**src/pid_consts.svh**
```systemverilog
`ifndef PID_CONSTS_SVH
`define PID_CONSTS_SVH

// ------------------------------
// Pipeline sizing
// ------------------------------
`define PID_N_CHAN      4       // Control channels
`define PID_N_SRC       8       // Sensor sources
`define PID_W_CHAN      2       // log2 of channel count
`define PID_W_SRC       3       // log2 of source count

// ------------------------------
// Datapath widths
// ------------------------------
`define PID_W_DIN       18      // Raw sample
`define PID_W_COMP      48      // Sums, products, deltas
`define PID_W_DOUT      32      // Accumulated output
`define PID_W_OPRND     16      // Gains, multipliers, shifts
`define PID_W_OS        4       // Oversample log2

// Config bus
`define PID_W_WR_ADDR   4
`define PID_W_WR_CHAN   4       // Channel or source select
`define PID_W_WR_DATA   32

`endif

```
**src/pid_types_pkg.sv**
```systemverilog
`include "pid_consts.svh"

package pid_types_pkg;

    // Index types, unsigned
    typedef logic        [`PID_W_CHAN-1:0]  chan_t;
    typedef logic        [`PID_W_SRC-1:0]   src_t;

    // Signed datapath values
    typedef logic signed [`PID_W_DIN-1:0]   sample_t;
    typedef logic signed [`PID_W_COMP-1:0]  comp_t;
    typedef logic signed [`PID_W_DOUT-1:0]  dout_t;
    typedef logic signed [`PID_W_OPRND-1:0] oprnd_t;

    // ------------------------------
    // Beats between stages, dv high for one cycle
    // ------------------------------
    typedef struct packed {
        logic    dv;
        src_t    src;       // Originating sensor
        sample_t data;
    } src_beat_t;

    typedef struct packed {
        logic    dv;
        chan_t   chan;
        sample_t sample;
    } chan_beat_t;

    typedef struct packed {
        logic    dv;
        chan_t   chan;
        comp_t   comp;      // PID delta
    } comp_beat_t;

    typedef struct packed {
        logic    dv;
        chan_t   chan;
        dout_t   dout;      // Saturated channel output
    } out_beat_t;

endpackage

```
**src/pid_cfg_pkg.sv**
```systemverilog
`include "pid_consts.svh"

package pid_cfg_pkg;

    // Register map
    typedef enum logic [`PID_W_WR_ADDR-1:0] {
        CFG_ROUTE    = 0,   // chan selects source, data[4] enable, low bits channel
        CFG_OS_LOG   = 1,   // Oversample log2
        CFG_KP       = 2,
        CFG_KI       = 3,
        CFG_KD       = 4,
        CFG_SETPOINT = 5,
        CFG_OUT_MULT = 6,   // Output gain
        CFG_OUT_RS   = 7    // Output right shift
    } cfg_addr_e;

    // ------------------------------
    // Write bus, one register per cycle while en high
    // ------------------------------
    typedef struct packed {
        logic                       en;
        cfg_addr_e                  addr;
        logic [`PID_W_WR_CHAN-1:0]  chan;   // Channel, or source for CFG_ROUTE
        logic [`PID_W_WR_DATA-1:0]  data;
    } cfg_wr_t;

endpackage

```
**src/instr_dispatch.sv**
```systemverilog
`timescale 1ns/1ps
`include "pid_consts.svh"

module instr_dispatch (
    input  logic                       clk_in,
    input  logic                       arst_n,
    input  pid_types_pkg::src_beat_t   in_beat,
    input  pid_cfg_pkg::cfg_wr_t       cfg,
    output pid_types_pkg::chan_beat_t  out_beat
);
    import pid_types_pkg::*;
    import pid_cfg_pkg::*;

    localparam int ROUTE_EN_BIT = 4;   // Enable flag position in route data

    // One entry per source
    typedef struct packed {
        logic  en;
        chan_t chan;
    } route_t;

    route_t  route [`PID_N_SRC];
    route_t  hit;                      // Entry of the incoming source
    logic    cfg_wr;
    logic    dv_q;
    chan_t   chan_q;
    sample_t sample_q;

    assign hit    = route[in_beat.src];
    assign cfg_wr = cfg.en && (cfg.addr == CFG_ROUTE) && (cfg.chan < `PID_N_SRC);

    // Route table, all sources disabled out of reset
    always_ff @(posedge clk_in or negedge arst_n) begin
        if (!arst_n) begin
            for (int i = 0; i < `PID_N_SRC; i++) begin
                route[i] <= '0;
            end
        end else if (cfg_wr) begin
            route[src_t'(cfg.chan)].en   <= cfg.data[ROUTE_EN_BIT];
            route[src_t'(cfg.chan)].chan <= cfg.data[`PID_W_CHAN-1:0];
        end
    end

    // Unrouted sources are dropped here
    always_ff @(posedge clk_in or negedge arst_n) begin
        if (!arst_n) dv_q <= 1'b0;
        else         dv_q <= in_beat.dv && hit.en;
    end

    always_ff @(posedge clk_in) begin
        if (in_beat.dv) begin
            chan_q   <= hit.chan;
            sample_q <= in_beat.data;   // Value passes untouched
        end
    end

    assign out_beat = '{dv: dv_q, chan: chan_q, sample: sample_q};

    a_dv_known: assert property (@(posedge clk_in) disable iff (!arst_n)
        !$isunknown(out_beat.dv))
        else $error("dispatch dv unknown");

endmodule

```
**config.mk**
```make
export PLATFORM = sky130hd
export DESIGN_NAME = instr_dispatch
export DESIGN_NICKNAME = d
export VERILOG_FILES = /design/src/pid_types_pkg.sv /design/src/pid_cfg_pkg.sv /design/src/instr_dispatch.sv
export VERILOG_INCLUDE_DIRS = /design/src /design/src/src
export SDC_FILE = /design/constraint.sdc
export NUM_CORES = 1
export LEC_CHECK = 0
export BUFFER_PORTS_ARGS = -buffer_cell sky130_fd_sc_hd__buf_4
export CORE_MARGIN = 3
export CORE_UTILIZATION = 40
export CTS_BUF_LIST = sky130_fd_sc_hd__clkbuf_8 sky130_fd_sc_hd__clkbuf_16
export CTS_CLUSTER_SIZE = 25
export DETAILED_ROUTE_END_ITERATION = 8
export MAX_ROUTING_LAYER = met4
export PLACE_DENSITY = 0.69
export SLEW_MARGIN = 20
export SYNTH_ARGS = -nofsm -noshare
export SYNTH_HDL_FRONTEND = slang
export SYNTH_SLANG_ARGS = --single-unit
```
**constraint.sdc**
```tcl
create_clock -name clk_in -period 1.5 [get_ports clk_in]
set_input_delay 0.075 -clock clk_in [delete_from_list [all_inputs] [get_ports clk_in]]
set_output_delay 0.075 -clock clk_in [all_outputs]
set_load 0.05 [all_outputs]
```
# Yosys cells after proc, flatten, opt, wreduce, memory -nomap -nowiden
# Cells that the tools add are included.
# op_classes
reduce_logical	5
bitwise_logic	2
muxes	9
magnitude_cmp	4
# ops
cell	n
$bwmux 24	2
$demux 3 s3	2
$bmux 3 s3	1
$mux 3	3
$ge 4x4->1 const B	2
$not 3->4	2
$logic_and 1x1->1	4
$logic_not 4->1	1
$lt 4x1->1 const B	1
$lt 4x4->1 const B	1
$mux 2	1
# totals
regBits	45
elab_cells	39

# Longest topological paths before layout
# logic_depth
ltp_word	7
depth_mapped	4

# Worst setup path before layout
# Ideal clock, no wire load.
# synth_path
kind	in2reg
from	in cfg[35] (netlist bit)
to	reg route[10] (netlist bit)
path_buffers	0
required_time_ps	1375
path_slack_ps	-70
t_arrival_ps	1445
stages	3
setup_time_ps	125
path_cell_list	or4_4 -> or4_4 -> mux2_4
# synth_between
elab_chain_len	2
# synth_rtl
item	line	text
start, declared	instr_dispatch.sv:8	input pid_cfg_pkg::cfg_wr_t cfg,
$lt 4x4->1 (no source line)	n/a	
$logic_and 1x1->1	instr_dispatch.sv:30	assign cfg_wr = cfg.en && (cfg.addr == CFG_ROUTE) && (cfg.chan < `PID_N_SRC);
end, declared	instr_dispatch.sv:22	route_t route [`PID_N_SRC];
# Every way passes these cells.
# A chain may end at the register's enable or synchronous reset.

# Worst setup path in the final report
# layout_path
from	in cfg[35] (netlist bit)
to	reg route[9] (netlist bit)
# The elaborated chain is that of the path after synthesis.

==> load_flow_metrics.sql <==
INSERT INTO impl_metrics (metric_group, metric, value, unit) VALUES
('outcome', 'outcome', 'completed', ''),
('final_layout', 'fillCellCount', '318', ''),
('place', 'routabilityCongestion', '0.812', ''),
('clock_tree', 'cts-root-buf', 'sky130_fd_sc_hd__clkbuf_8', ''),
('logic_synthesis', 'synth-seq-area-share', '0.677', ''),
('logic_synthesis', 'syn-mean-instance-area', '18.1', 'µm²'),
('drt', 'drc_errors', '0', ''),
('power_and_ir_drop', 'p_leak', '1.19', 'nW'),
('drt', 'ant_nets', '0', ''),
('sta', 'final_hold_viol_count', '0', ''),
('setup_path', 'crit_arrival', '1590', 'ps'),
('sta', 'tns', '0', 'ps'),
('clock_tree', 'clkTransAtPathRegs', '70', 'ps'),
('logic_synthesis', 'synth_top_family_by_area', 'multiplexers', ''),
('grt', 'global_route.peak_usage_layer', 'met2', ''),
('drt', 'post_drt_via_cell_ratio', '5.06', ''),
('logic_synthesis', 'synthesis.area', '1810', 'µm²'),
('setup_path', 'timing_worst_setup_path_type', 'input port to flop', ''),
('sta', 'report.final.slew_viol_count', '0', ''),
('sta', 'max_slew_margin', '0.680', ''),
('min_path', 'holdCritPathClass', 'input port to flop', ''),
('logic_synthesis', 'post_synthesis_share_of_cell_area_spent_on_full_adders_half_adders_and_majority_gates', '0', ''),
('drt', 'routedWlPerCell', '17.3', 'µm'),
('grt', 'groute.layer.met3.usage', '0.0369', ''),
('logic_synthesis', 'fraction_of_synthesized_cell_area_in_xor_and_xnor_cells', '0', ''),
('power_and_ir_drop', 'clkPwrFrac', '0.269', ''),
('drt', 'via_count', '1183', ''),
('final_layout', 'drive_gt1_frac', '0.549', ''),
('logic_synthesis', 'area_fraction_in_and_or_nand_and_nor_cells_after_synthesis', '0.0594', ''),
('logic_synthesis', 'yosys_warnings', '0', ''),
('power_and_ir_drop', 'switching_share', '0.260', ''),
('logic_synthesis', 'yosys_register_bits', '45', ''),
('drt', 'drt-total-wl', '4.04', 'mm'),
('setup_path', 'crit_path_start', 'cfg[35]', ''),
('sta', 'layout_skew', '7.01', 'ps'),
('final_layout', 'area_growth', '42.5', '%'),
('floorplanning', 'fp-row-count', '23', ''),
('clock_tree', 'post_cts.repair.setup_buffers', '0', ''),
('final_layout', 'multi_input_comb_area', '562', 'µm²'),
('sta', 'hold_ws', '78.5', 'ps'),
('power_and_ir_drop', 'cellPowerDensity', '984', 'nW/µm²'),
('place', 'total_instance_count_after_detailed_placement', '207', ''),
('setup_path', 'reg2reg_setup_slack', '110', 'ps'),
('power_and_ir_drop', 'internal_power', '1.88', 'mW'),
('setup_path', 'worst_setup_path_start_kind', 'input port', ''),
('clock_tree', 'cts_sinks', '45', ''),
('grt', 'grt_max_degree', '26', ''),
('sta', 'setup_viol', '0', ''),
('sta', 'period_needed', '1410', 'ps'),
('final_layout', 'final_cells', '234', ''),
('place', 'hpwlAfterDp', '2.72', 'mm'),
('drt', 'dr.pass1.iters', '4', ''),
('floorplanning', 'die-height', '73.3', 'µm'),
('setup_path', 'worstReg2RegStart', 'route[3]$_DFFE_PN0P_', ''),
('power_and_ir_drop', 'net-switching-power', '0.660', 'mW'),
('grt', 'grt.met2_usage', '0.270', ''),
('floorplanning', 'core-area', '4170', 'µm²'),
('floorplanning', 'fp.dieW', '73.3', 'µm'),
('logic_synthesis', 'syn_nets', '165', ''),
('final_layout', 'most_frequent_cells_in_the_layout', 'sky130_fd_sc_hd__buf_4, sky130_fd_sc_hd__dfrtp_1, sky130_fd_sc_hd__mux2_2', ''),
('setup_path', 'worstReg2RegEnd', 'chan_q[0]$_DFFE_PP_', ''),
('final_layout', 'insertedDiodeCount', '0', ''),
('grt', 'global_route.usage.total', '0.163', ''),
('clock_tree', 'worstSkewPairLatency', '290', 'ps'),
('final_layout', 'ff_latch_area', '1230', 'µm²'),
('sta', 'max_freq', '0.708', 'GHz'),
('clock_tree', 'clock_tree.buffer_depth', '2', ''),
('clock_tree', 'cts_tree', 'yes', ''),
('clock_tree', 'number_of_h_tree_branching_levels', '2', ''),
('setup_path', 'cp_max_fo', '4', ''),
('logic_synthesis', 'netlist-cell-type-count', '22', '');
area by class of cell:
type                            count  share of cell area
Sequential cell                    45               0.475
Multi-Input combinational cell     50               0.218
Tap cell                           50              0.0242
Inverter                            2             0.00291
Clock buffer                        5              0.0267
Timing Repair Buffer               79               0.248
Clock inverter                      3             0.00485
Yosys cell counts (all sizes together):
master,instances,area (µm²)
edfxtp,20,601
buf,1,7.51
a311oi,1,8.76
nand4b,1,8.76
nor4,2,12.5
nand3,1,5.00
dfrtp,25,626
nand2,1,3.75
nor3b,1,7.51
nand4,2,12.5
nor3,1,5.00
mux2,27,315
inv,2,7.51
nor2,2,7.51
clkbuf,2,7.51
nand3b,1,7.51
mux4,5,113
o31ai,1,7.51
nor4b,1,15.0
mux2i,1,10.0
or4,2,22.5
state kept, by name (all words and copies together) (netlist names):
signal / count
route: 24
sample_q: 18
chan_q: 2
dv_q: 1
worst min path at each step:
stage / start / to / cells past startpoint
2_1_floorplan: arst_n / dv_q$_DFF_PN0_ / 0
3_3_place_gp: arst_n / route[7]$_DFFE_PN0P_ / 1
3_5_place_dp: arst_n / route[1]$_DFFE_PN0P_ / 1
4_1_cts: in_beat[19] / dv_q$_DFF_PN0_ / 2
5_1_grt: in_beat[19] / dv_q$_DFF_PN0_ / 2
6_report: in_beat[19] / dv_q$_DFF_PN0_ / 2
power groups by stage:
| stage | Clock, mW | Combinational, mW | Sequential [mW] |
|---|---|---|---|
| 2_1_floorplan | 0 | 0.0790 | 1.57 |
| 3_3_place_gp | 0 | 0.410 | 1.42 |
| 3_5_place_dp | 0 | 0.418 | 1.42 |
| 4_1_cts | 0.713 | 0.459 | 1.40 |
| 5_1_grt | 0.760 | 0.482 | 1.40 |
| 6_report | 0.682 | 0.458 | 1.40 |
per-layer routing:
layer  share of wire  up-vias
met1            0.41      569
met3           0.091        7
li1                -      550
met2            0.49       57
met4           0.016        0
met5               0        -
worst max-delay path, cell delays in order:
cell and delay [ps]:
sky130_fd_sc_hd__buf_4 110, sky130_fd_sc_hd__or4_4 550, sky130_fd_sc_hd__or4_4 540, sky130_fd_sc_hd__mux2_4 310
stage by stage:
stage | instance area, µm² | total power [mW] | setup slack (ps) | util
after floorplan | 1810 | 1.65 | -69.5 | -
after global placement | 2310 | 1.83 | -202 | 0.553
after detailed placement | 2310 | 1.84 | -215 | 0.553
after CTS | 2580 | 2.57 | 99.5 | 0.618
after global routing | 2580 | 2.65 | 81.7 | 0.618
final | 2580 | 2.54 | 87.6 | 0.618
kinds of logic after synthesis:
group | after synthesis
flops | 45
buf+inv | 5
mux | 33
simple gates | 15
compound gates | 2
what timing repair did:
action | 4_1_cts | 5_1_grt
endpoints found under the setup margin | 0 | 0
hold buffers | 19 | 0
hold endpoints to repair | 43 | 0
(Power assumes the default switching activity.)
