$ cat config.mk
export PLATFORM = sky130hd
export DESIGN_NAME = output_filter
export DESIGN_NICKNAME = d
export VERILOG_FILES = /design/src/pid_types_pkg.sv /design/src/pid_cfg_pkg.sv /design/src/output_filter.sv
export VERILOG_INCLUDE_DIRS = /design/src /design/src/src
export SDC_FILE = /design/constraint.sdc
export NUM_CORES = 2
export LEC_CHECK = 0
export BUFFER_PORTS_ARGS = -buffer_cell sky130_fd_sc_hd__buf_2
export CORE_MARGIN = 2
export CORE_UTILIZATION = 70
export CTS_BUF_LIST = sky130_fd_sc_hd__clkbuf_2 sky130_fd_sc_hd__clkbuf_4 sky130_fd_sc_hd__clkbuf_8
export CTS_CLUSTER_SIZE = 20
export DETAILED_ROUTE_END_ITERATION = 6
export PLACE_DENSITY = 0.9
export SETUP_SLACK_MARGIN = 0.02
export SYNTH_ARGS = -nofsm -noshare
export SYNTH_HDL_FRONTEND = slang
export SYNTH_SLANG_ARGS = --single-unit
$ cat constraint.sdc
create_clock -name clk_in -period 17 [get_ports clk_in]
set_input_delay 1.7 -clock clk_in [delete_from_list [all_inputs] [get_ports clk_in]]
set_output_delay 1.7 -clock clk_in [all_outputs]
set_load 0.01 [all_outputs]
$ cat src/pid_consts.svh
`ifndef PID_CONSTS_SVH
`define PID_CONSTS_SVH

// ------------------------------
// Pipeline sizing
// ------------------------------
`define PID_N_CHAN      4       // Control channels
`define PID_N_SRC       8       // Sensor sources
`define PID_W_CHAN      2       // log2 of channel count
`define PID_W_SRC       3       // log2 of source count

// ------------------------------
// Datapath widths
// ------------------------------
`define PID_W_DIN       18      // Raw sample
`define PID_W_COMP      48      // Sums, products, deltas
`define PID_W_DOUT      32      // Accumulated output
`define PID_W_OPRND     16      // Gains, multipliers, shifts
`define PID_W_OS        4       // Oversample log2

// Config bus
`define PID_W_WR_ADDR   4
`define PID_W_WR_CHAN   4       // Channel or source select
`define PID_W_WR_DATA   32

`endif

$ cat src/pid_types_pkg.sv
`include "pid_consts.svh"

package pid_types_pkg;

    // Index types, unsigned
    typedef logic        [`PID_W_CHAN-1:0]  chan_t;
    typedef logic        [`PID_W_SRC-1:0]   src_t;

    // Signed datapath values
    typedef logic signed [`PID_W_DIN-1:0]   sample_t;
    typedef logic signed [`PID_W_COMP-1:0]  comp_t;
    typedef logic signed [`PID_W_DOUT-1:0]  dout_t;
    typedef logic signed [`PID_W_OPRND-1:0] oprnd_t;

    // ------------------------------
    // Beats between stages, dv high for one cycle
    // ------------------------------
    typedef struct packed {
        logic    dv;
        src_t    src;       // Originating sensor
        sample_t data;
    } src_beat_t;

    typedef struct packed {
        logic    dv;
        chan_t   chan;
        sample_t sample;
    } chan_beat_t;

    typedef struct packed {
        logic    dv;
        chan_t   chan;
        comp_t   comp;      // PID delta
    } comp_beat_t;

    typedef struct packed {
        logic    dv;
        chan_t   chan;
        dout_t   dout;      // Saturated channel output
    } out_beat_t;

endpackage

$ cat src/pid_cfg_pkg.sv
`include "pid_consts.svh"

package pid_cfg_pkg;

    // Register map
    typedef enum logic [`PID_W_WR_ADDR-1:0] {
        CFG_ROUTE    = 0,   // chan selects source, data[4] enable, low bits channel
        CFG_OS_LOG   = 1,   // Oversample log2
        CFG_KP       = 2,
        CFG_KI       = 3,
        CFG_KD       = 4,
        CFG_SETPOINT = 5,
        CFG_OUT_MULT = 6,   // Output gain
        CFG_OUT_RS   = 7    // Output right shift
    } cfg_addr_e;

    // ------------------------------
    // Write bus, one register per cycle while en high
    // ------------------------------
    typedef struct packed {
        logic                       en;
        cfg_addr_e                  addr;
        logic [`PID_W_WR_CHAN-1:0]  chan;   // Channel, or source for CFG_ROUTE
        logic [`PID_W_WR_DATA-1:0]  data;
    } cfg_wr_t;

endpackage

$ cat src/output_filter.sv
`timescale 1ns/1ps
`include "pid_consts.svh"

module output_filter (
    input  logic                       clk_in,
    input  logic                       arst_n,
    input  pid_cfg_pkg::cfg_wr_t       cfg,
    input  pid_types_pkg::comp_beat_t  in_beat,
    output pid_types_pkg::out_beat_t   out_beat
);
    import pid_types_pkg::*;
    import pid_cfg_pkg::*;

    // One guard bit over comp_t for the accumulate
    typedef logic signed [`PID_W_COMP:0] acc_t;

    localparam dout_t DOUT_MAX = {1'b0, {(`PID_W_DOUT-1){1'b1}}};
    localparam dout_t DOUT_MIN = {1'b1, {(`PID_W_DOUT-1){1'b0}}};

    oprnd_t                  mult    [`PID_N_CHAN];
    logic [`PID_W_OPRND-1:0] rs      [`PID_N_CHAN];   // Unsigned shift
    dout_t                   out_mem [`PID_N_CHAN];   // Last output per channel

    logic  cfg_ok;
    chan_t cfg_ch;
    comp_t scaled;
    logic  dv_s1;
    chan_t chan_s1;
    comp_t scaled_s1;
    acc_t  acc;
    dout_t sat;
    logic  dv_s2;
    chan_t chan_s2;
    dout_t dout_s2;

    assign cfg_ok = cfg.en && (cfg.chan < `PID_N_CHAN);
    assign cfg_ch = chan_t'(cfg.chan);

    // ------------------------------
    // Stage one, scale
    // ------------------------------
    assign scaled = (in_beat.comp * comp_t'(mult[in_beat.chan])) >>> rs[in_beat.chan];

    // Stage two, accumulate and clamp
    always_comb begin
        acc = acc_t'(out_mem[chan_s1]) + acc_t'(scaled_s1);
        if (acc > acc_t'(DOUT_MAX))      sat = DOUT_MAX;
        else if (acc < acc_t'(DOUT_MIN)) sat = DOUT_MIN;
        else                             sat = dout_t'(acc);
    end

    always_ff @(posedge clk_in or negedge arst_n) begin
        if (!arst_n) begin
            for (int i = 0; i < `PID_N_CHAN; i++) begin
                mult[i]    <= '0;
                rs[i]      <= '0;
                out_mem[i] <= '0;
            end
            dv_s1 <= 1'b0;
            dv_s2 <= 1'b0;
        end else begin
            if (cfg_ok && cfg.addr == CFG_OUT_MULT) mult[cfg_ch] <= cfg.data[`PID_W_OPRND-1:0];
            if (cfg_ok && cfg.addr == CFG_OUT_RS)   rs[cfg_ch]   <= cfg.data[`PID_W_OPRND-1:0];
            if (dv_s1) out_mem[chan_s1] <= sat;   // Write back clamped value
            dv_s1 <= in_beat.dv;
            dv_s2 <= dv_s1;
        end
    end

    always_ff @(posedge clk_in) begin
        chan_s1   <= in_beat.chan;
        scaled_s1 <= scaled;
        chan_s2   <= chan_s1;
        dout_s2   <= sat;
    end

    assign out_beat = '{dv: dv_s2, chan: chan_s2, dout: dout_s2};

    a_chan_range: assert property (@(posedge clk_in) disable iff (!arst_n)
        out_beat.dv |-> (out_beat.chan < `PID_N_CHAN))
        else $error("output channel %0d out of range", out_beat.chan);

endmodule

== Word level (Yosys, flattened, before mapping) ==
Index checks and enable logic that the tools add are counted.
Storage, ports and cells
  register bits: 342
  output and inout bits: 35
  logic and storage cells: 57
Operators by class
  add/subtract/negate cells: 1
  $mul: 1
  magnitude comparators: 8
  equality and inequality tests: 2
  shifts and indexed selects: 1
  muxes and demuxes: 18
  bitwise gates (word level): 3
  reduce and logical (&&, ||, !) cells: 5
Operators by type and width (number)
  $mux W32: 5
  $bwmux W128: 1
  $bwmux W64: 2
  $mux W16: 5
  $bmux W16 S2: 2
  $bmux W32 S2: 1
  $demux W32 S2: 1
  $add A32 B48 Y49: 1
  $gt A49 B32 Y1 const B: 1
  $lt A49 B32 Y1 const B: 1
  $mul A48 B16 Y48: 1
  $sshr A48 B16 Y48: 1
  $demux W16 S2: 1
  $ge A3 B3 Y1 const B: 3
  $not A2 Y3: 3
  $eq A4 B3 Y1 const B: 2
  $lt A3 B1 Y1 const B: 2
  $logic_and A1 B1 Y1: 5
  $lt A4 B3 Y1 const B: 1

== Depth between registers and ports, before layout ==
  depth in word-level cells: 9
  depth in mapped cells: 33
  gate-level depth less buffers: 27

== Worst setup path before layout ==
Ideal clock, no wire load.
  kind: input to register
  from: in in_beat[49] (netlist bit)
  to: reg scaled_s1[6]
  library setup time: 127 ps
  data arrival time: 9406 ps
  required time: 16873 ps
  setup slack: 7467 ps
  stages: 29
  cells stage by stage: clkbuf_1 buf_2 buf_2 mux4_2 clkbuf_1 clkbuf_1 nand2_1 fa_1 inv_1 fa_1 fa_1 fa_1 fa_1 inv_1 fa_1 inv_1 ha_1 clkbuf_1 nand2_1 o21ai_0 nor3_1 a211oi_1 clkbuf_1 xor2_1 mux4_2 a222oi_1 a2bb2oi_1 o2111ai_1 or3_1
Between the ends
  longest elaborated chain between the ends: 6
Ends and longest elaborated chain
  start, declared: RTL line output_filter.sv:8  | input pid_types_pkg::comp_beat_t in_beat,
  $not A2 Y3 (not written as such) *: RTL line output_filter.sv:42  | assign scaled = (in_beat.comp * comp_t'(mult[in_beat.chan])) >>> rs[in_beat.chan];
  $bmux W16 S2: RTL line output_filter.sv:42
  $mux W16 (not written as such) (2 in a row): RTL line output_filter.sv:42
  $mul A48 B16 Y48: RTL line output_filter.sv:42
  $sshr A48 B16 Y48 *: RTL line output_filter.sv:42
  via scaled[6]: RTL line output_filter.sv:26  | comp_t scaled;
  end signal, assigned: RTL line output_filter.sv:72  | scaled_s1 <= scaled;
  end, declared: RTL line output_filter.sv:29  | comp_t scaled_s1;
The timed path passes the listed nets; every way through them passes the cells marked *. The select of a mux whose other input is x is not followed.
A chain may end at the register's enable or synchronous reset.

== Worst setup path after layout ==
  from: in in_beat[49] (netlist bit)
  to: reg scaled_s1[3]
Same word-level chain as after synthesis.

==> impl_metrics.ini <==
[setup_path]
worst-path-buf-inv = 6
cp_max_fo = 38
crit_slowest_cell = mux4_2
endpoint_kind = register
crit_required_ns = 17.53
critPathKind = in2reg
critPathLaunchType = primary input
reg2regPathDepth = 26
r2r_end = scaled_s1[3]$_DFF_P_
cpMostUsedCell = fa_1
r2r_start = mult[10]$_DFFE_PN0P_
crit_arrival_ns = 11.74
rrSetupSlack_ns = 7.20
slowest_delay_ns = 1.10
cp_top_family = adder cells

[timing]
setup_viol = 0
rsz0062_at_grt = no
fin_crit_sh_pct = 65.9
slew_violations = 0
finClkSkew_ns = 0.0402
hold_violations = 0
hold_ws_ns = 0.487
min_period_ns = 11.21
worst_pin_slew_ns = 1.13
max_freq_ghz = 0.0892
final.setup.tns_ns = 0
slew_headroom_pct = 23.7

[clock_tree]
insertion_delay_ns = 0.65
clk_pin_slew_ns = 0.06
ctsHoldBuffers = 0
numCtsBuffers = 54
clockBufferDepth = 3
post_cts_buffers = 0
cts_tree = yes
cts_resized = 0
htreeDepth = 2
clock_sinks = 342
cts-root-buf = clkbuf_8

[route]
postRouteAntennaNets = 0
post_drt_wl_per_cell_microns = 22.3
drtIter0Drc = 3945
num_vias = 34700
wirelength_microns = 117000
first_pass_iters = 7
post-route-drc-count = 18
avgViaCountPerCell = 6.63

[min_path]
hp-start = out_mem[127]$_DFFE_PN0P_
holdPathStages = 2
hold_path_class = reg2reg
worstHoldEndpoint = out_mem[127]$_DFFE_PN0P_

[synth]
netlist_instances = 4488
synth_cell_types = 92
yosysMostFrequentCell = inv_1
yosysWarnings = 0
synth-edff-count = 0
yosys.area.top_type = fa_1
netlist.area_leader.share_pct = 26.2
synth-async-reset-ratio_pct = 75.4
netlist_area_sq_mm = 0.0404
synth_common_cells = 643 x inv_1, 637 x nand2_1, 529 x fa_1, 258 x dfrtp_1, 249 x and2_1
synth_ff_type = dfrtp_1
ys_ff_latch = 342
syn-num-nets = 5283
ys_seq_area_share_pct = 20.1
netlist_top_cells_area = fa_1 26%, dfrtp_1 16%, inv_1 6.0%
syn_avg_cell_area_sq_um = 9.00

[status]
status = complete, but fails checks
violations = DRC

[final_layout]
final_nets = 5214
area_growth_pct = 5.20
n_antenna_cell = 0
drive_above_1_share_pct = 11.6
utilization_pct = 74.1

[floorplanning]
die_h_microns = 244
io_pins = 129
die-area_sq_mm = 0.0597
start_util_pct = 70.4
row_count = 88
die_w_microns = 244
core_area_sq_mm = 0.0574

[placed_design]
io_buffer_count = 112
place_hpwl_microns = 82400
gp_congestion = 1.01

[power]
peakVddDrop_v = 0.000116
internal_power_mw = 2.78
p_seq_share_pct = 21.2
pwr-share-comb_pct = 63.8
p_leak_nw = 19.9
p_clk_share_pct = 15.0
power.switching_mw = 2.82
p_per_area_mw_per_mm2 = 132
p_sw_share_pct = 50.3

[global_route]
gr-usage-all-layers_pct = 39.6
grt_overflow = 0
grt_start_max_net_pins = 110
grt_pass1_wl_microns = 187000
first_global_vias = 36200
antenna_found_initial = 8

[flow_run]
maxCapViolations = 0
-- area by class of cell --
| class | count | area [sq um] |
|---|---|---|
| clock buffer | 81 | 1040 |
| multi-input combinational | 3227 | 28800 |
| sequential | 342 | 8140 |
| timing repair buffer | 150 | 856 |
| clock inverter | 21 | 268 |
| fill | 3791 | 14900 |
| tap | 765 | 957 |
| inverter | 644 | 2420 |
-- per-stage QoR --
step / setup WS, ns / area [sq um] / power [mW] / cells
2_1_floorplan: 7.47 / 40400 / 3.59 / 4488
5_1_grt: 5.55 / 42500 / 5.91 / 5230
3_3_place_gp: 5.45 / 41200 / 4.46 / 5128
6_report: 5.79 / 42500 / 5.60 / 5230
4_1_cts: 6.12 / 42500 / 5.45 / 5230
3_5_place_dp: 5.50 / 41200 / 4.56 / 5128
-- layout by cell type (no fill, tap or decap), types with 14 or more instances in the layout --
master	instances
xnor2_1	57
a21o_1	54
xor2_1	30
o21a_1	23
ha_1	172
a2111oi_0	14
and3_1	22
mux4_2	54
nor2_1	225
nand3_1	47
and4_1	15
o21ai_0	133
nand4_1	25
o211ai_1	66
o21bai_1	16
fa_1	529
and2_1	249
buf_4	38
inv_1	643
o2111ai_1	19
nand2b_1	19
mux2i_1	37
a211oi_1	48
or3_1	20
nor4_1	19
or2_2	15
a21oi_1	227
buf_2	111
dfxtp_1	82
dfrtp_1	258
nand2_1	637
mux2_2	154
a31oi_1	19
clkbuf_8	69
nor3_1	49
o221ai_1	14
-- power groups by stage --
stage          Combinational (mW)  Sequential (mW)  Clock (mW)
2_1_floorplan                2.43             1.16           0
3_3_place_gp                 3.29             1.17           0
3_5_place_dp                 3.37             1.18           0
4_1_cts                      3.43             1.18       0.841
5_1_grt                      3.83             1.20       0.877
6_report                     3.57             1.19       0.840
-- cells by family after synthesis --
family | after synthesis | share of synthesized area, %
AO/OA/AOI/OAI | 804 | 13.3
XOR/XNOR | 91 | 2.08
adder cells (fa/ha/maj) | 701 | 31.5
buffers and inverters | 919 | 8.68
flip-flops | 342 | 20.1
multiplexers | 245 | 8.22
AND/OR/NAND/NOR | 1386 | 16.1
-- flip-flops by register name, indices dropped and copies added (netlist names) --
signal and count:
dout_s2 32, dv_s1 1, chan_s1 2, mult 64, dv_s2 1, scaled_s1 48
chan_s2 2, rs 64, out_mem 128
-- worst max-delay path by stage --
stage,endpoint,from,cells past startpoint,slack (ns)
after floorplan,scaled_s1[6]$_DFF_P_,in_beat[49],29,7.47
after global placement,scaled_s1[6]$_DFF_P_,in_beat[48],28,5.45
after detailed placement,scaled_s1[3]$_DFF_P_,in_beat[48],28,5.50
after CTS,scaled_s1[3]$_DFF_P_,in_beat[48],28,6.12
after global routing,scaled_s1[2]$_DFF_P_,in_beat[49],25,5.55
final,scaled_s1[3]$_DFF_P_,in_beat[49],26,5.79
-- metal layers --
layer  up-vias  global-route usage (%)  part of all wire, %
li1      14700                       -                    -
met2      2453                    63.9                   47
met3       724                    8.86                   11
met5         -                       0                0.071
met1     16800                    50.5                   36
met4        14                    20.2                  6.0
-- worst reg2reg max path: cells and delay by family, from the launching register on --
kind	cells	cell delay, ns
flops	1	0.39
simple gates	4	1.21
fa+ha+maj	7	3.45
mux	2	1.33
buf+inv	6	0.88
compound gates	6	2.26
xor+xnor	1	0.15
(Power assumes the default switching activity.)
