<file path="src/pid_consts.svh">
`ifndef PID_CONSTS_SVH
`define PID_CONSTS_SVH

// ------------------------------
// Pipeline sizing
// ------------------------------
`define PID_N_CHAN      4       // Control channels
`define PID_N_SRC       8       // Sensor sources
`define PID_W_CHAN      2       // log2 of channel count
`define PID_W_SRC       3       // log2 of source count

// ------------------------------
// Datapath widths
// ------------------------------
`define PID_W_DIN       18      // Raw sample
`define PID_W_COMP      48      // Sums, products, deltas
`define PID_W_DOUT      32      // Accumulated output
`define PID_W_OPRND     16      // Gains, multipliers, shifts
`define PID_W_OS        4       // Oversample log2

// Config bus
`define PID_W_WR_ADDR   4
`define PID_W_WR_CHAN   4       // Channel or source select
`define PID_W_WR_DATA   32

`endif

</file>
<file path="src/pid_types_pkg.sv">
`include "pid_consts.svh"

package pid_types_pkg;

    // Index types, unsigned
    typedef logic        [`PID_W_CHAN-1:0]  chan_t;
    typedef logic        [`PID_W_SRC-1:0]   src_t;

    // Signed datapath values
    typedef logic signed [`PID_W_DIN-1:0]   sample_t;
    typedef logic signed [`PID_W_COMP-1:0]  comp_t;
    typedef logic signed [`PID_W_DOUT-1:0]  dout_t;
    typedef logic signed [`PID_W_OPRND-1:0] oprnd_t;

    // ------------------------------
    // Beats between stages, dv high for one cycle
    // ------------------------------
    typedef struct packed {
        logic    dv;
        src_t    src;       // Originating sensor
        sample_t data;
    } src_beat_t;

    typedef struct packed {
        logic    dv;
        chan_t   chan;
        sample_t sample;
    } chan_beat_t;

    typedef struct packed {
        logic    dv;
        chan_t   chan;
        comp_t   comp;      // PID delta
    } comp_beat_t;

    typedef struct packed {
        logic    dv;
        chan_t   chan;
        dout_t   dout;      // Saturated channel output
    } out_beat_t;

endpackage

</file>
<file path="src/pid_cfg_pkg.sv">
`include "pid_consts.svh"

package pid_cfg_pkg;

    // Register map
    typedef enum logic [`PID_W_WR_ADDR-1:0] {
        CFG_ROUTE    = 0,   // chan selects source, data[4] enable, low bits channel
        CFG_OS_LOG   = 1,   // Oversample log2
        CFG_KP       = 2,
        CFG_KI       = 3,
        CFG_KD       = 4,
        CFG_SETPOINT = 5,
        CFG_OUT_MULT = 6,   // Output gain
        CFG_OUT_RS   = 7    // Output right shift
    } cfg_addr_e;

    // ------------------------------
    // Write bus, one register per cycle while en high
    // ------------------------------
    typedef struct packed {
        logic                       en;
        cfg_addr_e                  addr;
        logic [`PID_W_WR_CHAN-1:0]  chan;   // Channel, or source for CFG_ROUTE
        logic [`PID_W_WR_DATA-1:0]  data;
    } cfg_wr_t;

endpackage

</file>
<file path="src/pid_filter.sv">
`timescale 1ns/1ps
`include "pid_consts.svh"

module pid_filter (
    input  logic                       clk_in,
    input  logic                       arst_n,
    input  pid_cfg_pkg::cfg_wr_t       cfg,
    input  pid_types_pkg::chan_beat_t  in_beat,
    output pid_types_pkg::comp_beat_t  out_beat
);
    import pid_types_pkg::*;
    import pid_cfg_pkg::*;

    // Setpoint minus sample needs one extra bit
    typedef logic signed [`PID_W_DIN:0] err_t;

    // Per-channel coefficients
    oprnd_t  kp       [`PID_N_CHAN];
    oprnd_t  ki       [`PID_N_CHAN];
    oprnd_t  kd       [`PID_N_CHAN];
    sample_t setpoint [`PID_N_CHAN];

    // Error history
    err_t    e1_mem   [`PID_N_CHAN];   // e[n-1]
    err_t    e2_mem   [`PID_N_CHAN];   // e[n-2]

    logic    cfg_ok;
    chan_t   cfg_ch;
    err_t    e_nxt;

    // Stage one registers
    logic    dv_s1;
    chan_t   chan_s1;
    err_t    e_s1;
    err_t    e1_s1;
    err_t    e2_s1;

    // Stage two
    comp_t   ce;
    comp_t   ce1;
    comp_t   ce2;
    comp_t   delta;
    logic    dv_s2;
    chan_t   chan_s2;
    comp_t   delta_s2;

    assign cfg_ok = cfg.en && (cfg.chan < `PID_N_CHAN);
    assign cfg_ch = chan_t'(cfg.chan);
    assign e_nxt  = err_t'(setpoint[in_beat.chan]) - err_t'(in_beat.sample);

    // ------------------------------
    // Control state and history
    // ------------------------------
    always_ff @(posedge clk_in or negedge arst_n) begin
        if (!arst_n) begin
            for (int i = 0; i < `PID_N_CHAN; i++) begin
                kp[i]       <= '0;
                ki[i]       <= '0;
                kd[i]       <= '0;
                setpoint[i] <= '0;
                e1_mem[i]   <= '0;
                e2_mem[i]   <= '0;
            end
            dv_s1 <= 1'b0;
            dv_s2 <= 1'b0;
        end else begin
            if (cfg_ok) begin
                case (cfg.addr)
                    CFG_KP:       kp[cfg_ch]       <= cfg.data[`PID_W_OPRND-1:0];
                    CFG_KI:       ki[cfg_ch]       <= cfg.data[`PID_W_OPRND-1:0];
                    CFG_KD:       kd[cfg_ch]       <= cfg.data[`PID_W_OPRND-1:0];
                    CFG_SETPOINT: setpoint[cfg_ch] <= cfg.data[`PID_W_DIN-1:0];
                    default: ;
                endcase
            end
            // Shift history now so a following beat of this channel sees it
            if (in_beat.dv) begin
                e1_mem[in_beat.chan] <= e_nxt;
                e2_mem[in_beat.chan] <= e1_mem[in_beat.chan];
            end
            dv_s1 <= in_beat.dv;
            dv_s2 <= dv_s1;
        end
    end

    // Velocity form kp*(e-e1) + ki*e + kd*(e-2e1+e2)
    always_comb begin
        ce    = comp_t'(e_s1);
        ce1   = comp_t'(e1_s1);
        ce2   = comp_t'(e2_s1);
        delta = comp_t'(kp[chan_s1]) * (ce - ce1)
              + comp_t'(ki[chan_s1]) * ce
              + comp_t'(kd[chan_s1]) * (ce - (ce1 <<< 1) + ce2);
    end

    // Payload pipe
    always_ff @(posedge clk_in) begin
        chan_s1  <= in_beat.chan;
        e_s1     <= e_nxt;
        e1_s1    <= e1_mem[in_beat.chan];
        e2_s1    <= e2_mem[in_beat.chan];
        chan_s2  <= chan_s1;
        delta_s2 <= delta;
    end

    assign out_beat = '{dv: dv_s2, chan: chan_s2, comp: delta_s2};

    a_latency: assert property (@(posedge clk_in) disable iff (!arst_n)
        in_beat.dv |-> ##2 out_beat.dv)
        else $error("pid output missing two cycles after input");

endmodule

</file>
<file path="config.mk">
export PLATFORM = sky130hd
export DESIGN_NAME = pid_filter
export DESIGN_NICKNAME = d
export VERILOG_FILES = /design/src/pid_types_pkg.sv /design/src/pid_cfg_pkg.sv /design/src/pid_filter.sv
export VERILOG_INCLUDE_DIRS = /design/src /design/src/src
export SDC_FILE = /design/constraint.sdc
export NUM_CORES = 2
export LEC_CHECK = 0
export ABC_AREA = 1
export BUFFER_PORTS_ARGS = -buffer_cell sky130_fd_sc_hd__buf_2
export CAP_MARGIN = 20
export CELL_PAD_IN_SITES_DETAIL_PLACEMENT = 0
export CELL_PAD_IN_SITES_GLOBAL_PLACEMENT = 1
export CORE_ASPECT_RATIO = 1.25
export CORE_MARGIN = 2
export CORE_UTILIZATION = 55
export CTS_BUF_LIST = sky130_fd_sc_hd__clkbuf_2
export CTS_CLUSTER_SIZE = 12
export DETAILED_ROUTE_END_ITERATION = 10
export GPL_TIMING_DRIVEN = 0
export MAX_ROUTING_LAYER = met4
export PLACE_DENSITY_LB_ADDON = 0.25
export SYNTH_ARGS = -nofsm -noshare
export SYNTH_HDL_FRONTEND = slang
export SYNTH_SLANG_ARGS = --single-unit
</file>
<file path="constraint.sdc">
create_clock -name clk_in -period 17.35 [get_ports clk_in]
set_input_delay 2.6025 -clock clk_in [delete_from_list [all_inputs] [get_ports clk_in]]
set_output_delay 2.6025 -clock clk_in [all_outputs]
set_load 0.03 [all_outputs]
</file>
### After elaboration in Yosys (flattened, before gate mapping)

Index checks and enable logic that the tools add are counted.

* add/sub/neg operators: 6
* $mul: 3
* magnitude comparators: 6
* equal/unequal tests: 4
* muxes and demuxes: 30
* bitwise logic cells: 3
* reduce and logical (&&, ||, !) cells: 7

Operator list (number)
* $bwmux W64: 3
* $bwmux W76: 2
* $mux W16: 7
* $bmux W16 S2: 3
* $mux W19: 5
* $bmux W19 S2: 2
* $bwmux W72: 1
* $mux W18: 3
* $add A37 B38 Y39: 1
* $demux W19 S2: 1
* $mul A16 B22 Y38: 1
* $add A36 B35 Y37: 1
* $bmux W18 S2: 1
* $demux W18 S2: 1
* $mul A16 B20 Y36: 1
* $mul A16 B19 Y35: 1
* $demux W16 S2: 1
* $add A21 B19 Y22: 1
* $sub A19 B20 Y21: 1
* $sub A19 B19 Y20: 1
* $sub A18 B18 Y19: 1
* $ge A3 B3 Y1 const B: 3
* $not A2 Y3: 3
* $eq A4 B2 Y1 const B: 2
* 5 further kinds: 12

* bits in registers: 518
* bits of input ports: 64
* output and inout bits: 51
* word-level logic and storage cells: 91

### Logic depth before layout (Yosys ltp)

* depth after elaboration: 7
* gate-level depth with buffers: 47
* mapped depth without buffers: 45

### Worst setup path before layout

No wires, ideal clock.

* path kind: reg2reg
* start: reg e_s1[6]
* end: reg delta_s2[31]
* setup time: 0.112 ns
* arrival time: 9.230 ns
* required time: 17.238 ns
* setup slack: 8.008 ns
* cell stages (with the launch flop): 39
* buffers on the path: 1
* period minus slack after synthesis: 9.342 ns
* path through: dfxtp_1 > clkbuf_1 > clkinv_1 > fa_1 > inv_1 > ha_1 > a21oi_1 > nor2_1 > nor2_1 > nor2_1 > o21ai_0 > nand3_1 > nand2_1 > nand2_1 > nor2_1 > fa_1 > fa_1 > fa_1 > [... 3 more ...] > fa_1 > inv_1 > fa_1 > inv_1 > fa_1 > fa_1 > inv_1 > fa_1 > inv_1 > ha_1 > nand2_1 > nor2_1 > inv_1 > nor2_1 > nand3_1 > or2_2 > nand3_1 > nand2_1

* word-level cells in the longest chain between the ends: 4
* elaborated cells on any way between the ends: 8
* those cells by class: add/sub (5); mul (3)

RTL lines
* from (decl): line pid_filter.sv:34 `err_t e_s1;`
* from (signal assigned): line pid_filter.sv:99 `e_s1 <= e_nxt;`
* $sub A19 B19 Y20 / $sub A19 B20 Y21 (equally long branches): line pid_filter.sv:91, pid_filter.sv:93
* $mul A16 B20 Y36 / $add A21 B19 Y22 (equally long branches): line pid_filter.sv:91, pid_filter.sv:93
* $add A36 B35 Y37 / $mul A16 B22 Y38 (equally long branches): line pid_filter.sv:92, pid_filter.sv:93
* $add A37 B38 Y39 *: line pid_filter.sv:93 `+ comp_t'(kd[chan_s1]) * (ce - (ce1 <<< 1) + ce2);`
* net delta[31]: line pid_filter.sv:42 `comp_t delta;`
* to (signal assigned): line pid_filter.sv:103 `delta_s2 <= delta;`
* to (decl): line pid_filter.sv:45 `comp_t delta_s2;`

Mark *: on every way through the listed nets, which the timed path passes. The rest lies on a longest branch.
A chain may end at the register's enable or synchronous reset.

### Worst setup path after layout

* start: reg e_s1[7]
* end: reg delta_s2[38] (netlist name)

* word-level cells in the longest chain between the ends: 4
* elaborated cells on any way between the ends: 8
* those cells by class: add/sub (5); mul (3)

RTL lines (line)
* $sub A19 B19 Y20 / $sub A19 B20 Y21 (equally long branches): pid_filter.sv:91, pid_filter.sv:93
* $mul A16 B20 Y36 / $add A21 B19 Y22 (equally long branches): pid_filter.sv:91, pid_filter.sv:93
* $add A36 B35 Y37 / $mul A16 B22 Y38 (equally long branches): pid_filter.sv:92, pid_filter.sv:93
* $add A37 B38 Y39 *: pid_filter.sv:93
* net delta[38]: pid_filter.sv:42

Marks and branches as above.

==> metrics.txt <==
status=finished, final reports clean; TNS Setup=0 ps; CTS tree=built; period utilization=0.760; flop2flop setup slack=4170 ps; commonest cells after routing, fill and taps aside=1,646 x nand2_1, 1,611 x inv_1, 1,158 x fa_1, 559 x nor2_1, 418 x dfrtp_1; worst path arrival time=14,580 ps; largest family of logic cells by synthesized area=adder cells; Critical Path Source Type=register; Data required, critical path=18,750 ps; largest cells by area after synthesis=fa_1 38%, dfrtp_1 17%, nand2_1 10%, inv_1 9.9%, ha_1 5.6%; post-synthesis sequential area ratio=0.203; vias per std cell=5.57; number of global-route vias before repair=52,500; maximum buffer depth of the clock tree=3; skew final=256 ps; CTS H-tree lvls=4; Sink Count=518; Clock transition at path regs=110 ps; antenna viol nets, final=0; critical path depth in cells=37; wire per inst=25.1 um; mapped cell area=61,200 um2; CTS Buf Count=135; max incr delay on CP=1080 ps; M3 GR Usage=0.0831; gr ovfl total=0; mux cell area share after synthesis=0; RSZ-0062 raised after global routing=false; first-pass GRT wire length=334,000 um; Slew @ Worst Pin=1280 ps; Die Wd=302 um; DR pass1 iterations=7; met1 GRT Util=0.462; postcts setup bufs=0; most used cell along the critical path=fa_1; # IOs=115; Worst R2R Start=e_s1[7]; commonest non-fill, non-tap cell in the layout=nand2_1; global-route met2 utilization=0.685; Distinct cells, synth=52; Worst setup EP type=register; # nets final=8,936; Synth Area in Simple Gates=0.174; Yosys reg bits=518; Final setup viols=0; CP Capture Point=delta_s2[38]; xor and xnor area share after synthesis=0.00838; post-route minimum period=13,180 ps; Synth Area in Adders=0.434; Setup crit start=e_s1[7]; synthesized-area fraction occupied by ao, oa, aoi and oai cells=0.0596; Starting Density=0.555; Slowest cell on crit path=nor2_1; area grow syn2layout=6.16%; Fin. Hold Viols=0; Mean Syn Cell Area=8.51 um2; initial antenna violation count=5; synthesis warning total=0; Die Y=377 um; worst skew pair latency=1580 ps; Slew Viols, Final=0; RePlAce Congestion=1.04; HP Class=reg2reg; area fraction of the dominant cell type after synthesis=0.379; DP HPWL=190,000 um; worst setup path class=reg2reg; die area=114,000 um2; All-Layer GR Usage=0.421; CP max FO=10; fraction of layout cells with a size suffix above 1=0.0666; Buf+Inv Stages, Crit Path=9; Synth Instances=7,196; initial detailed-routing violation count=4,231; Worst slew margin=0.139; delay-heaviest family, CP=adder cells; drt total wl=225,000 um; via count=50,100; r2r endpoint=delta_s2[38]; row count=136; largest net degree at the start of global routing=123; PortBufs=100; Top Usage Layer GRT=met2; PostCTS Resize Cnt=0; post-synthesis net count=8,690; core region area=110,000 um2; FF-to-FF path depth=37; Hold Buf Count CTS=0; number of remaining DRC errors=0; CTS root buf=clkbuf_2; post-synthesis cell type with the largest combined area=fa_1; Peak Freq=75.9 MHz; Max-Cap Viols=0
-- cells in the mapped netlist, drive strengths merged --
master and count:
nand2 1655, inv 1622, fa 1158, nor2 560, dfrtp 418, o21ai 390, nand3 312, ha 272
clkbuf 143, buf 121, a21oi 104, dfxtp 100, a22oi 77, xor2 41, or2 35, nand4 29
clkinv 25, o221ai 24, nor3 20, xnor2 15, nand3b 14, a31oi 12, and2 10, o21bai 10
a21o 5, a32oi 5, nor4 5, o211ai 4, a21boi 3, o21a 3, and3 2, a221oi 1
a22o 1
-- cell type report --
class | instances | area [um2]
Multi-Input combinational cell | 4767 | 41400
Antenna cell | 7 | 17.5
Tap cell | 1449 | 1810
Buffer | 264 | 1190
Inverter | 1647 | 6180
Clock buffer | 184 | 921
Fill cell | 10400 | 45200
Timing Repair Buffer | 109 | 663
Clock inverter | 49 | 350
Sequential cell | 518 | 12500
-- stage by stage --
stage	util	setup WS (ps)	hold WS (ps)	instances	instance area, um2
after CTS	0.589	4180	299	8984	65000
after global routing	0.590	3950	405	8994	65000
after floorplan	-	8010	326	7196	61200
after detailed placement	0.578	3910	369	8751	63700
after global placement	0.576	3990	333	8745	63600
final	0.590	4170	397	8994	65000
-- worst min path at each step --
stage	cells past startpoint	startpoint	slack, ps	to
4_1_cts	2	e2_mem[2]	300	e2_s1[2]
3_3_place_gp	0	dv_s1	330	dv_s2
2_1_floorplan	0	chan_s1[1]	330	chan_s2[1]
6_report	2	e2_mem[40]	400	e2_s1[2]
3_5_place_dp	0	dv_s1	370	dv_s2
5_1_grt	2	e2_mem[2]	410	e2_s1[2]
-- kinds of logic after synthesis --
logic type / Yosys count
fa+ha+maj: 1430
simple gates: 2642
xor+xnor: 56
flops: 518
buf+inv: 1911
compound gates: 639
-- flip-flops by register name, indices dropped and copies added, names as in the netlist --
signal,count
chan_s1,2
ki,64
e_s1,19
e1_mem,76
kp,64
chan_s2,2
delta_s2,39
setpoint,72
e2_mem,76
dv_s1,1
kd,64
e1_s1,19
dv_s2,1
e2_s1,19
-- worst reg2reg max path: cells and delay by family (launching register included) --
family / cells / cell delay (ps)
adder cells (fa/ha/maj): 12 / 6520
AO/OA/AOI/OAI: 2 / 900
buffers and inverters: 9 / 2270
flip-flops: 1 / 350
AND/OR/NAND/NOR: 14 / 3220
-- per-layer routing --
layer / part of all wire / vias to the layer above
met5: 0 / -
met2: 0.49 / 2318
met1: 0.35 / 25100
met4: 0.088 / 0
met3: 0.075 / 739
li1: - / 21900
Power is left out: the tool's default activity adds up to more than one toggle a clock period on the data nets, which glitch-free logic cannot reach.
